==> config.mk <==
export PLATFORM = sky130hd
export DESIGN_NAME = PeripheralSubsystem
export DESIGN_NICKNAME = d
export VERILOG_FILES = /design/src/hdl/peripheralPkg.sv /design/src/hdl/BusInterfaces.sv /design/src/hdl/ConfigurationRegister.sv /design/src/hdl/DataRegister.sv /design/src/hdl/DeviceSelect.sv /design/src/hdl/GPIODevice.sv /design/src/hdl/PeripheralSubsystem.sv
export SDC_FILE = /design/constraint.sdc
export NUM_CORES = 1
export LEC_CHECK = 0
export BUFFER_PORTS_ARGS = -buffer_cell sky130_fd_sc_hd__buf_2
export CAP_MARGIN = 20
export CELL_PAD_IN_SITES_DETAIL_PLACEMENT = 0
export CELL_PAD_IN_SITES_GLOBAL_PLACEMENT = 1
export CORE_MARGIN = 2
export CORE_UTILIZATION = 43
export DETAILED_ROUTE_END_ITERATION = 16
export GPL_TIMING_DRIVEN = 0
export PLACE_DENSITY_LB_ADDON = 0.1
export SYNTH_ARGS = -nofsm -noshare
export SYNTH_HDL_FRONTEND = slang
export SYNTH_SLANG_ARGS = --single-unit
export TNS_END_PERCENT = 5
==> constraint.sdc <==
create_clock -name clk -period 4 [get_ports clk]
set_input_delay 0.2 -clock clk [delete_from_list [all_inputs] [get_ports clk]]
set_output_delay 0.2 -clock clk [all_outputs]
set_load 0.03 [all_outputs]
==> src/hdl/peripheralPkg.sv <==
package peripheralPkg;

	// ******************************
	// bus geometry
	// ******************************
	localparam int DATA_WIDTH = 32;
	localparam int ADDRESS_WIDTH = 16;
	localparam int LOCAL_ADDRESS_WIDTH = 12;
	localparam int DEVICE_ID_WIDTH = 4; // the ID nibble sits in address bits 15 to 12
	localparam int BYTE_LANES = 4;

	typedef logic [DATA_WIDTH-1:0] busData_t;
	typedef logic [ADDRESS_WIDTH-1:0] busAddress_t;
	typedef logic [LOCAL_ADDRESS_WIDTH-1:0] localAddress_t;
	typedef logic [BYTE_LANES-1:0] byteSelect_t;
	typedef logic [DEVICE_ID_WIDTH-1:0] deviceId_t;

	// ******************************
	// GPIO register map and devices
	// ******************************
	localparam localAddress_t OE_OFFSET = 12'h000;
	localparam localAddress_t OUTPUT_OFFSET = 12'h004;
	localparam localAddress_t INPUT_OFFSET = 12'h008; // read only

	localparam deviceId_t GPIO0_ID = 4'h0;
	localparam deviceId_t GPIO1_ID = 4'h1;
	localparam int GPIO0_IO_COUNT = 16;
	localparam int GPIO1_IO_COUNT = 8;

endpackage

==> src/hdl/BusInterfaces.sv <==
// one device's view of the system peripheral bus
interface peripheralBusIf;
	logic enable;
	logic we;
	logic oe;
	peripheralPkg::busAddress_t address;
	peripheralPkg::byteSelect_t byteSelect;
	peripheralPkg::busData_t dataWrite;
	peripheralPkg::busData_t dataRead;
	logic request; // flags dataRead for one cycle

	modport host (
		output enable,
		output we,
		output oe,
		output address,
		output byteSelect,
		output dataWrite,
		input dataRead,
		input request
	);

	modport device (
		input enable,
		input we,
		input oe,
		input address,
		input byteSelect,
		input dataWrite,
		output dataRead,
		output request
	);
endinterface

// register bus inside a device, already decoded to a local offset
interface registerBusIf;
	logic enable;
	logic we;
	logic oe;
	peripheralPkg::localAddress_t localAddress;
	peripheralPkg::byteSelect_t byteSelect;
	peripheralPkg::busData_t dataWrite;

	modport select (
		output enable,
		output we,
		output oe,
		output localAddress,
		output byteSelect,
		output dataWrite
	);

	modport register (
		input enable,
		input we,
		input oe,
		input localAddress,
		input byteSelect,
		input dataWrite
	);
endinterface

==> src/hdl/ConfigurationRegister.sv <==
module ConfigurationRegister #(
	parameter int WIDTH = 32,
	parameter peripheralPkg::localAddress_t ADDRESS = 12'h000,
	parameter logic [WIDTH-1:0] DEFAULT = '0
) (
	input logic clk,
	input logic reset,
	registerBusIf.register localBus,
	output peripheralPkg::busData_t dataRead,
	output logic request,
	output logic [WIDTH-1:0] currentValue
);

	logic addressHit;
	logic writeHit;
	logic readHit;
	peripheralPkg::busData_t laneMask;
	logic [WIDTH-1:0] writeMask;
	logic [WIDTH-1:0] storedValue;

	assign addressHit = localBus.enable && (localBus.localAddress == ADDRESS);
	assign writeHit = addressHit && localBus.we && !localBus.oe;
	assign readHit = addressHit && localBus.oe && !localBus.we;

	// ******************************
	// byte lane write mask
	// ******************************
	always_comb begin
		for (int lane = 0; lane < peripheralPkg::BYTE_LANES; lane++) begin
			laneMask[lane*8 +: 8] = {8{localBus.byteSelect[lane]}};
		end
	end

	assign writeMask = laneMask[WIDTH-1:0]; // lanes above the register width fall away

	always_ff @(posedge clk) begin
		if (reset) begin
			storedValue <= DEFAULT;
		end else if (writeHit) begin
			storedValue <= (storedValue & ~writeMask) |
				(localBus.dataWrite[WIDTH-1:0] & writeMask);
		end
	end

	// ******************************
	// read-back
	// ******************************
	always_ff @(posedge clk) begin
		if (reset) begin
			request <= 1'b0;
		end else begin
			request <= readHit; // one cycle pulse per read
		end
	end

	always_ff @(posedge clk) begin
		if (readHit) begin
			dataRead <= peripheralPkg::busData_t'(storedValue); // zero-extended
		end
	end

	assign currentValue = storedValue;

endmodule

==> src/hdl/DataRegister.sv <==
module DataRegister #(
	parameter int WIDTH = 32,
	parameter peripheralPkg::localAddress_t ADDRESS = 12'h000
) (
	input logic clk,
	input logic reset,
	registerBusIf.register localBus,
	input logic [WIDTH-1:0] readData,
	output logic readEnable,
	output peripheralPkg::busData_t dataRead,
	output logic request
);

	logic readHit;

	// writes to this offset are ignored
	assign readHit = localBus.enable && (localBus.localAddress == ADDRESS) &&
		localBus.oe && !localBus.we;

	assign readEnable = readHit; // lets a source advance in the read cycle

	always_ff @(posedge clk) begin
		if (reset) begin
			request <= 1'b0;
		end else begin
			request <= readHit;
		end
	end

	// the live value is sampled at the read edge
	always_ff @(posedge clk) begin
		if (readHit) begin
			dataRead <= peripheralPkg::busData_t'(readData);
		end
	end

endmodule

==> src/hdl/DeviceSelect.sv <==
module DeviceSelect #(
	parameter peripheralPkg::deviceId_t ID = 4'h0
) (
	peripheralBusIf.device peripheralBus,
	registerBusIf.select localBus
);

	localparam int ID_LSB = peripheralPkg::ADDRESS_WIDTH - peripheralPkg::DEVICE_ID_WIDTH;

	logic idMatch;

	assign idMatch = peripheralBus.address[ID_LSB +: peripheralPkg::DEVICE_ID_WIDTH] == ID;

	assign localBus.enable = peripheralBus.enable && idMatch;
	assign localBus.we = peripheralBus.we;
	assign localBus.oe = peripheralBus.oe;
	assign localBus.localAddress =
		peripheralBus.address[peripheralPkg::LOCAL_ADDRESS_WIDTH-1:0]; // drop the ID nibble
	assign localBus.byteSelect = peripheralBus.byteSelect;
	assign localBus.dataWrite = peripheralBus.dataWrite;

endmodule

==> src/hdl/GPIODevice.sv <==
module GPIODevice #(
	parameter peripheralPkg::deviceId_t ID = 4'h0,
	parameter int IO_COUNT = 16
) (
	input logic clk,
	input logic reset,
	peripheralBusIf.device peripheralBus,
	input logic [IO_COUNT-1:0] gpioInput,
	output logic [IO_COUNT-1:0] gpioOutput,
	output logic [IO_COUNT-1:0] gpioOe
);

	registerBusIf localBus ();

	peripheralPkg::busData_t oeData;
	peripheralPkg::busData_t outputData;
	peripheralPkg::busData_t inputData;
	logic oeRequest;
	logic outputRequest;
	logic inputRequest;

	DeviceSelect #(.ID(ID)) select (
		.peripheralBus(peripheralBus),
		.localBus(localBus)
	);

	// ******************************
	// registers
	// ******************************
	ConfigurationRegister #(
		.WIDTH(IO_COUNT),
		.ADDRESS(peripheralPkg::OE_OFFSET),
		.DEFAULT('0)
	) oeRegister (
		.clk(clk),
		.reset(reset),
		.localBus(localBus),
		.dataRead(oeData),
		.request(oeRequest),
		.currentValue(gpioOe) // pins start undriven
	);

	ConfigurationRegister #(
		.WIDTH(IO_COUNT),
		.ADDRESS(peripheralPkg::OUTPUT_OFFSET),
		.DEFAULT('0)
	) outputRegister (
		.clk(clk),
		.reset(reset),
		.localBus(localBus),
		.dataRead(outputData),
		.request(outputRequest),
		.currentValue(gpioOutput)
	);

	DataRegister #(
		.WIDTH(IO_COUNT),
		.ADDRESS(peripheralPkg::INPUT_OFFSET)
	) inputRegister (
		.clk(clk),
		.reset(reset),
		.localBus(localBus),
		.readData(gpioInput),
		.readEnable(), // nothing to pop on a pin read
		.dataRead(inputData),
		.request(inputRequest)
	);

	// ******************************
	// read-back selection
	// ******************************
	assign peripheralBus.request = oeRequest || outputRequest || inputRequest;

	assign peripheralBus.dataRead = oeRequest ? oeData :
		outputRequest ? outputData :
		inputRequest ? inputData :
		'0;

endmodule

==> src/hdl/PeripheralSubsystem.sv <==
module PeripheralSubsystem (
	input logic clk,
	input logic reset,

	input logic peripheralEnable,
	input logic peripheralWe,
	input logic peripheralOe,
	input peripheralPkg::busAddress_t peripheralAddress,
	input peripheralPkg::byteSelect_t peripheralByteSelect,
	input peripheralPkg::busData_t peripheralDataWrite,
	output peripheralPkg::busData_t peripheralDataRead,
	output logic peripheralRequest,

	input logic [peripheralPkg::GPIO0_IO_COUNT-1:0] gpio0Input,
	output logic [peripheralPkg::GPIO0_IO_COUNT-1:0] gpio0Output,
	output logic [peripheralPkg::GPIO0_IO_COUNT-1:0] gpio0Oe,

	input logic [peripheralPkg::GPIO1_IO_COUNT-1:0] gpio1Input,
	output logic [peripheralPkg::GPIO1_IO_COUNT-1:0] gpio1Output,
	output logic [peripheralPkg::GPIO1_IO_COUNT-1:0] gpio1Oe
);

	peripheralBusIf gpio0Bus ();
	peripheralBusIf gpio1Bus ();

	// ******************************
	// host side fan-out
	// ******************************
	assign gpio0Bus.enable = peripheralEnable;
	assign gpio0Bus.we = peripheralWe;
	assign gpio0Bus.oe = peripheralOe;
	assign gpio0Bus.address = peripheralAddress;
	assign gpio0Bus.byteSelect = peripheralByteSelect;
	assign gpio0Bus.dataWrite = peripheralDataWrite;

	assign gpio1Bus.enable = peripheralEnable;
	assign gpio1Bus.we = peripheralWe;
	assign gpio1Bus.oe = peripheralOe;
	assign gpio1Bus.address = peripheralAddress;
	assign gpio1Bus.byteSelect = peripheralByteSelect;
	assign gpio1Bus.dataWrite = peripheralDataWrite;

	GPIODevice #(
		.ID(peripheralPkg::GPIO0_ID),
		.IO_COUNT(peripheralPkg::GPIO0_IO_COUNT)
	) gpio0 (
		.clk(clk),
		.reset(reset),
		.peripheralBus(gpio0Bus),
		.gpioInput(gpio0Input),
		.gpioOutput(gpio0Output),
		.gpioOe(gpio0Oe)
	);

	GPIODevice #(
		.ID(peripheralPkg::GPIO1_ID),
		.IO_COUNT(peripheralPkg::GPIO1_IO_COUNT)
	) gpio1 (
		.clk(clk),
		.reset(reset),
		.peripheralBus(gpio1Bus),
		.gpioInput(gpio1Input),
		.gpioOutput(gpio1Output),
		.gpioOe(gpio1Oe)
	);

	// ******************************
	// read data merge
	// ******************************
	assign peripheralRequest = gpio0Bus.request || gpio1Bus.request; // only one device answers

	assign peripheralDataRead = gpio0Bus.request ? gpio0Bus.dataRead :
		gpio1Bus.request ? gpio1Bus.dataRead :
		'0;

endmodule

# --- Yosys cells after proc, flatten, opt, wreduce, memory -nomap -nowiden ---
# Cells that the tools add are included.
totals:
  output_inout_bits: 81
  register_bits: 126
  word_cells: 76
  in_bits: 81
op_classes:
  bitwise: 12
  eq_ne: 3
  muxes: 8
  reduce_logical: 37
op_table:
  columns: ["op", "count"]
  rows:
  - ["$mux W32", 6]
  - ["$and A16 B16 Y16", 3]
  - ["$or A16 B16 Y16", 2]
  - ["$logic_and A1 B1 Y1", 28]
  - ["$and A8 B8 Y8", 3]
  - ["$mux W16", 1]
  - ["$not A16 Y16", 1]
  - ["$or A8 B8 Y8", 2]
  - ["$eq A12 B3 Y1 const B", 1]
  - ["$eq A12 B4 Y1 const B", 1]
  - ["$logic_not A12 Y1", 1]
  - ["$mux W8", 1]
  - ["$not A8 Y8", 1]
  - ["$logic_or A1 B1 Y1", 5]
  - ["$eq A4 B1 Y1 const B", 1]
  - ["$logic_not A4 Y1", 1]
  - ["$logic_not A1 Y1", 2]

# --- Depth between registers and ports, before layout ---
logic_depth:
  word_depth: 5
  depth_mapped: 6
  ltp_nobuf: 4

# --- Least setup slack after synthesis ---
# Ideal clock, no wire load.
synth_timing:
  kind: "in2reg"
  startpoint: "input port peripheralAddress[1]"
  endpoint: "register gpio0.inputRegister.dataRead[0] (enable)"
  setup_time_ns: 0.388
  t_arrival_ns: 2.286
  stages: 5
  path_slack_ns: 1.325
  path_cell_list: "or4_4 -> nand4bb_4 -> or3b_1 -> buf_6 -> nor2_1"
synth_via:
  elab_chain_cells: 4
synth_rtl:
  columns: ["element", "line", "text"]
  rows:
  - ["start: declaration", "PeripheralSubsystem.sv:8", "input peripheralPkg::busAddress_t peripheralAddress,"]
  - ["$eq A12 B4 Y1", "DataRegister.sv:17", "assign readHit = localBus.enable && (localBus.localAddress == ADDRESS) &&"]
  - ["$logic_and A1 B1 Y1 (2 in series)", "DataRegister.sv:17", null]
  - ["$logic_and A1 B1 Y1", "DataRegister.sv:18", "localBus.oe && !localBus.we;"]
  - ["net gpio0.inputRegister.readEnable", "DataRegister.sv:9", "output logic readEnable,"]
  - ["end signal: assignment", "DataRegister.sv:33", "dataRead <= peripheralPkg::busData_t'(readData);"]
  - ["end: declaration", "DataRegister.sv:10", "output peripheralPkg::busData_t dataRead,"]
# The timed path passes the listed nets, and every way through them passes these cells.
# A chain may end at the register's enable or synchronous reset.

# --- Worst setup path in the final report ---
layout_timing:
  startpoint: "register gpio0.outputRegister.request"
  endpoint: "output port peripheralDataRead[6]"
layout_via:
  elab_chain_cells: 3
  elab_cells_between_ends: 5
  cone_classes: "mux (3); reduce/logical (2)"
layout_rtl:
  columns: ["element", "line", "text"]
  rows:
  - ["start: declaration", "ConfigurationRegister.sv:10", "output logic request,"]
  - ["start signal: assignment", "ConfigurationRegister.sv:52", "request <= readHit;"]
  - ["$mux W32 or $logic_or A1 B1 Y1 (tied branches)", "GPIODevice.sv:75, GPIODevice.sv:72", null]
  - ["$mux W32 or $logic_or A1 B1 Y1 (tied branches)", "GPIODevice.sv:74, GPIODevice.sv:72", null]
  - ["$mux W32 *", "PeripheralSubsystem.sv:72", "assign peripheralDataRead = gpio0Bus.request ? gpio0Bus.dataRead :"]
  - ["end: declaration", "PeripheralSubsystem.sv:11", "output peripheralPkg::busData_t peripheralDataRead,"]
# Every way passes the cells marked *; elsewhere a longest branch is shown, timed or not.

==> flow_summary_export.csv <==
group,metric,value,unit
clock_tree,clk_pin_slew,0.06,ns
logic_synthesis,yosys_warnings,0,
setup_path,crit_family,"buffers and inverters",
floorplan,core_area,11560,um2
power_and_ir_drop,powerDensity,429.4,nW/um2
setup_path,reg2reg_depth,2,
global_route,grt_usage,20.88,%
global_route,grt_pass1_vias,3587,
global_route,grt-busiest-layer,"met1",
finish,fillers,979,
setup_path,critPathCaptureType,"primary output",
setup_path,crit_arrival,2.41,ns
floorplan,die_x,113.4,um
power_and_ir_drop,cellLeakagePower,2.869,nW
outcome,status,"finished clean",
finish,antenna_cells,0,
timing,rsz0062_at_grt,"no",
finish,syn_to_final_growth,33.25,%
drt,drtAntennaViolNets,0,
setup_path,cp.required,3.80,ns
finish,multi_input_area,1703,um2
placement,gp_congestion,0.8360,
timing,fin_crit,2.609,ns
timing,clock_skew,0.004460,ns
drt,wl,13110,um
finish,final_nets,678,
placement,placed_area,6047,um2
global_route,grt_pass1_wl,19930,um
drt,viasPerCell,5.081,
setup_path,path_max_fanout,10,
finish,register_area,3243,um2
setup_path,critPathBufInv,3,
global_route,overflow,0,
setup_path,rrSetupSlack,3.27,ns
setup_path,cpMostUsedCell,"clkbuf_1",
min_path,hp-class,"in2reg",
finish,drive_above_1_share,31.48,%
clock_tree,clock_sinks,126,
power_and_ir_drop,vdd_drop_max,0.0003365,V
logic_synthesis,yosysSeqAreaShare,63.00,%
drt,wl_per_cell,17.40,um
min_path,min_from,"peripheralDataWrite[13]",
timing,setup_tns,0,ns
placement,placedCellCount,697,
drt,drc,0,
timing,fmax,383.4,MHz
global_route,grt_max_degree,17,
logic_synthesis,synth_edf_count,72,
timing,worst_hold_slack,0.05943,ns
setup_path,path_cells,"clkbuf_1, nor2b_1, clkbuf_1, a221o_1, a31oi_1, a21oi_1, buf_2",
clock_tree,cts_tree,"built",
global_route,antenna_found_initial,0,
floorplan,fp-row-count,39,
placement,portBuffers,126,
setup_path,critical_path_class,"reg2out",
logic_synthesis,ys_ff_latch,126,
timing,setup_viol_count_final,0,
finish,fin_cells,753,
floorplan,io_pins,162,
setup_path,startpoint_type,"register",
global_route,gr-usage-met1,30.84,%
clock_tree,cts_root_buf,"clkbuf_16",
global_route,grtUsageMet2,30.10,%
clock_tree,insertion_delay,0.41,ns
floorplan,initial_utilization,44.51,%
logic_synthesis,ys_dominant_reg_cell,"edfxtp_1",
placement,dp_hpwl,9642,um
logic_synthesis,synth_area_per_cell,12.55,um2
logic_synthesis,syn-cell-area,5147,um2
finish,final_cell_area,6859,um2
finish,final_cell_mix,"buf_2 (128), edfxtp_1 (72), dfxtp_1 (54), nand2b_1 (50), mux2i_1 (32)",
drt,vias,3826,
logic_synthesis,yosys.cell_types.count,36,
timing,hold_viol,0,
clock_tree,postCtsSetupRepairBufs,0,
timing,slew_headroom,36.16,%
setup_path,cp_slowest_cell,"nor2b_1",
drt,drtPass1Iterations,5,
finish,final_common_cell,"buf_2",
clock_tree,cts.path.max_buffers,2,
job,drv_cap,0,
clock_tree,cts_made_buffers,17,
global_route,globalRouteMet3Util,6.429,%
floorplan,dieArea,12860,um2
drt,drtIter0Drc,307,
min_path,worstHoldPathCells,3,
floorplan,die_height,113.4,um
clock_tree,htreeDepth,4,
timing,worst_slew_pin_slew,0.9503,ns
logic_synthesis,synthesis.instances,410,
setup_path,cp.depth,7,
setup_path,cp_slowest_stage_delay,0.40,ns
logic_synthesis,postSynth.asyncResetShare,0,%
timing,drv_slew,0,
timing,fin_crit_sh,65.21,%
==> cell type report <==
class                      instances  share of cell area, %
buffer                            41                  3.320
clock buffer                      17                  6.202
clock inverter                    15                  2.134
inverter                           8                 0.4378
multi-input combinational        250                  24.83
tap                              143                  2.609
timing repair buffer             153                  13.19
sequential                       126                  47.28
==> stage by stage <==
step           setup WS (ns)  power (W)  utilization (%)
5_1_grt                1.215   0.003043            59.31
3_3_place_gp          0.8702   0.001494            52.00
3_5_place_dp           1.068   0.001495            52.29
6_report               1.391   0.002945            59.31
2_1_floorplan          1.325   0.001449                -
4_1_cts                1.397   0.002965            59.31
==> worst max path at each step <==
stage	slack, ns	start	end
floorplan	1.33	peripheralAddress[1]	gpio0.inputRegister.dataRead[0]
finish	1.39	gpio0.outputRegister.request	peripheralDataRead[6]
detailed placement	1.07	peripheralAddress[1]	gpio0.inputRegister.dataRead[15]
global route	1.21	gpio0.outputRegister.request	peripheralDataRead[5]
CTS	1.40	gpio0.outputRegister.request	peripheralDataRead[5]
global placement	0.87	peripheralAddress[1]	gpio0.oeRegister.dataRead[3]
==> cells in the mapped netlist, types with 2 or more instances <==
library cell  count  area (um2)
a21oi_1          26       130.1
a221o_1          15       150.1
a22oi_1           7       52.55
a31oi_1           8       50.05
and3_1            2       12.51
and4b_1           2       20.02
buf_1             2       7.510
buf_2             2       10.01
buf_4            17       127.6
clkbuf_1         19       71.32
dfxtp_1          54        1081
edfxtp_1         72        2162
inv_1             8       30.03
mux2i_1          32       320.3
nand2_1          11       41.29
nand2b_1         50       312.8
nand3_1           3       15.01
nand4_1          16       100.1
nor2_1           12       45.04
nor2b_1           4       25.02
nor3_1            4       20.02
nor3_2            3       30.03
nor4_1            2       12.51
nor4b_4           2       47.55
o21ai_0          25       125.1
or4_4             2       22.52
==> cell families after synthesis <==
logic type	count (synthesis)	synth area share, %
muxes	32	6.223
other	1	0.07285
and+or+nand+nor	121	15.82
AOI/OAI and AO/OA	81	9.869
buffers and inverters	49	5.007
DFF	126	63.00
==> worst register-to-register path: cells and delay by family, from the launching register on <==
kind	cells	cell delay, ns
DFF	1	0.41
AOI/OAI and AO/OA	2	0.25
==> where the power goes <==
group / total (W) / internal [W] / switching (W)
logic: 0.000127 / 0.0000614 / 0.0000659
clock network: 0.00146 / 0.000825 / 0.000633
registers: 0.00136 / 0.00136 / 0.00000000187
==> routing by layer <==
metal  share of wire (%)  wire (um)  vias up
met3                 5.7        742       11
met1                  49       6409     1794
met2                  44       5818      139
li1                    -          -     1882
met5                   0          0        -
met4                 1.0        134        0
==> timing repair <==
action / CTS / global route
gates resized for setup: 0 / 0
endpoints found under the hold margin: 24 / 0
hold buffers: 24 / 0
Note: power is estimated with default switching activity, not from simulation.
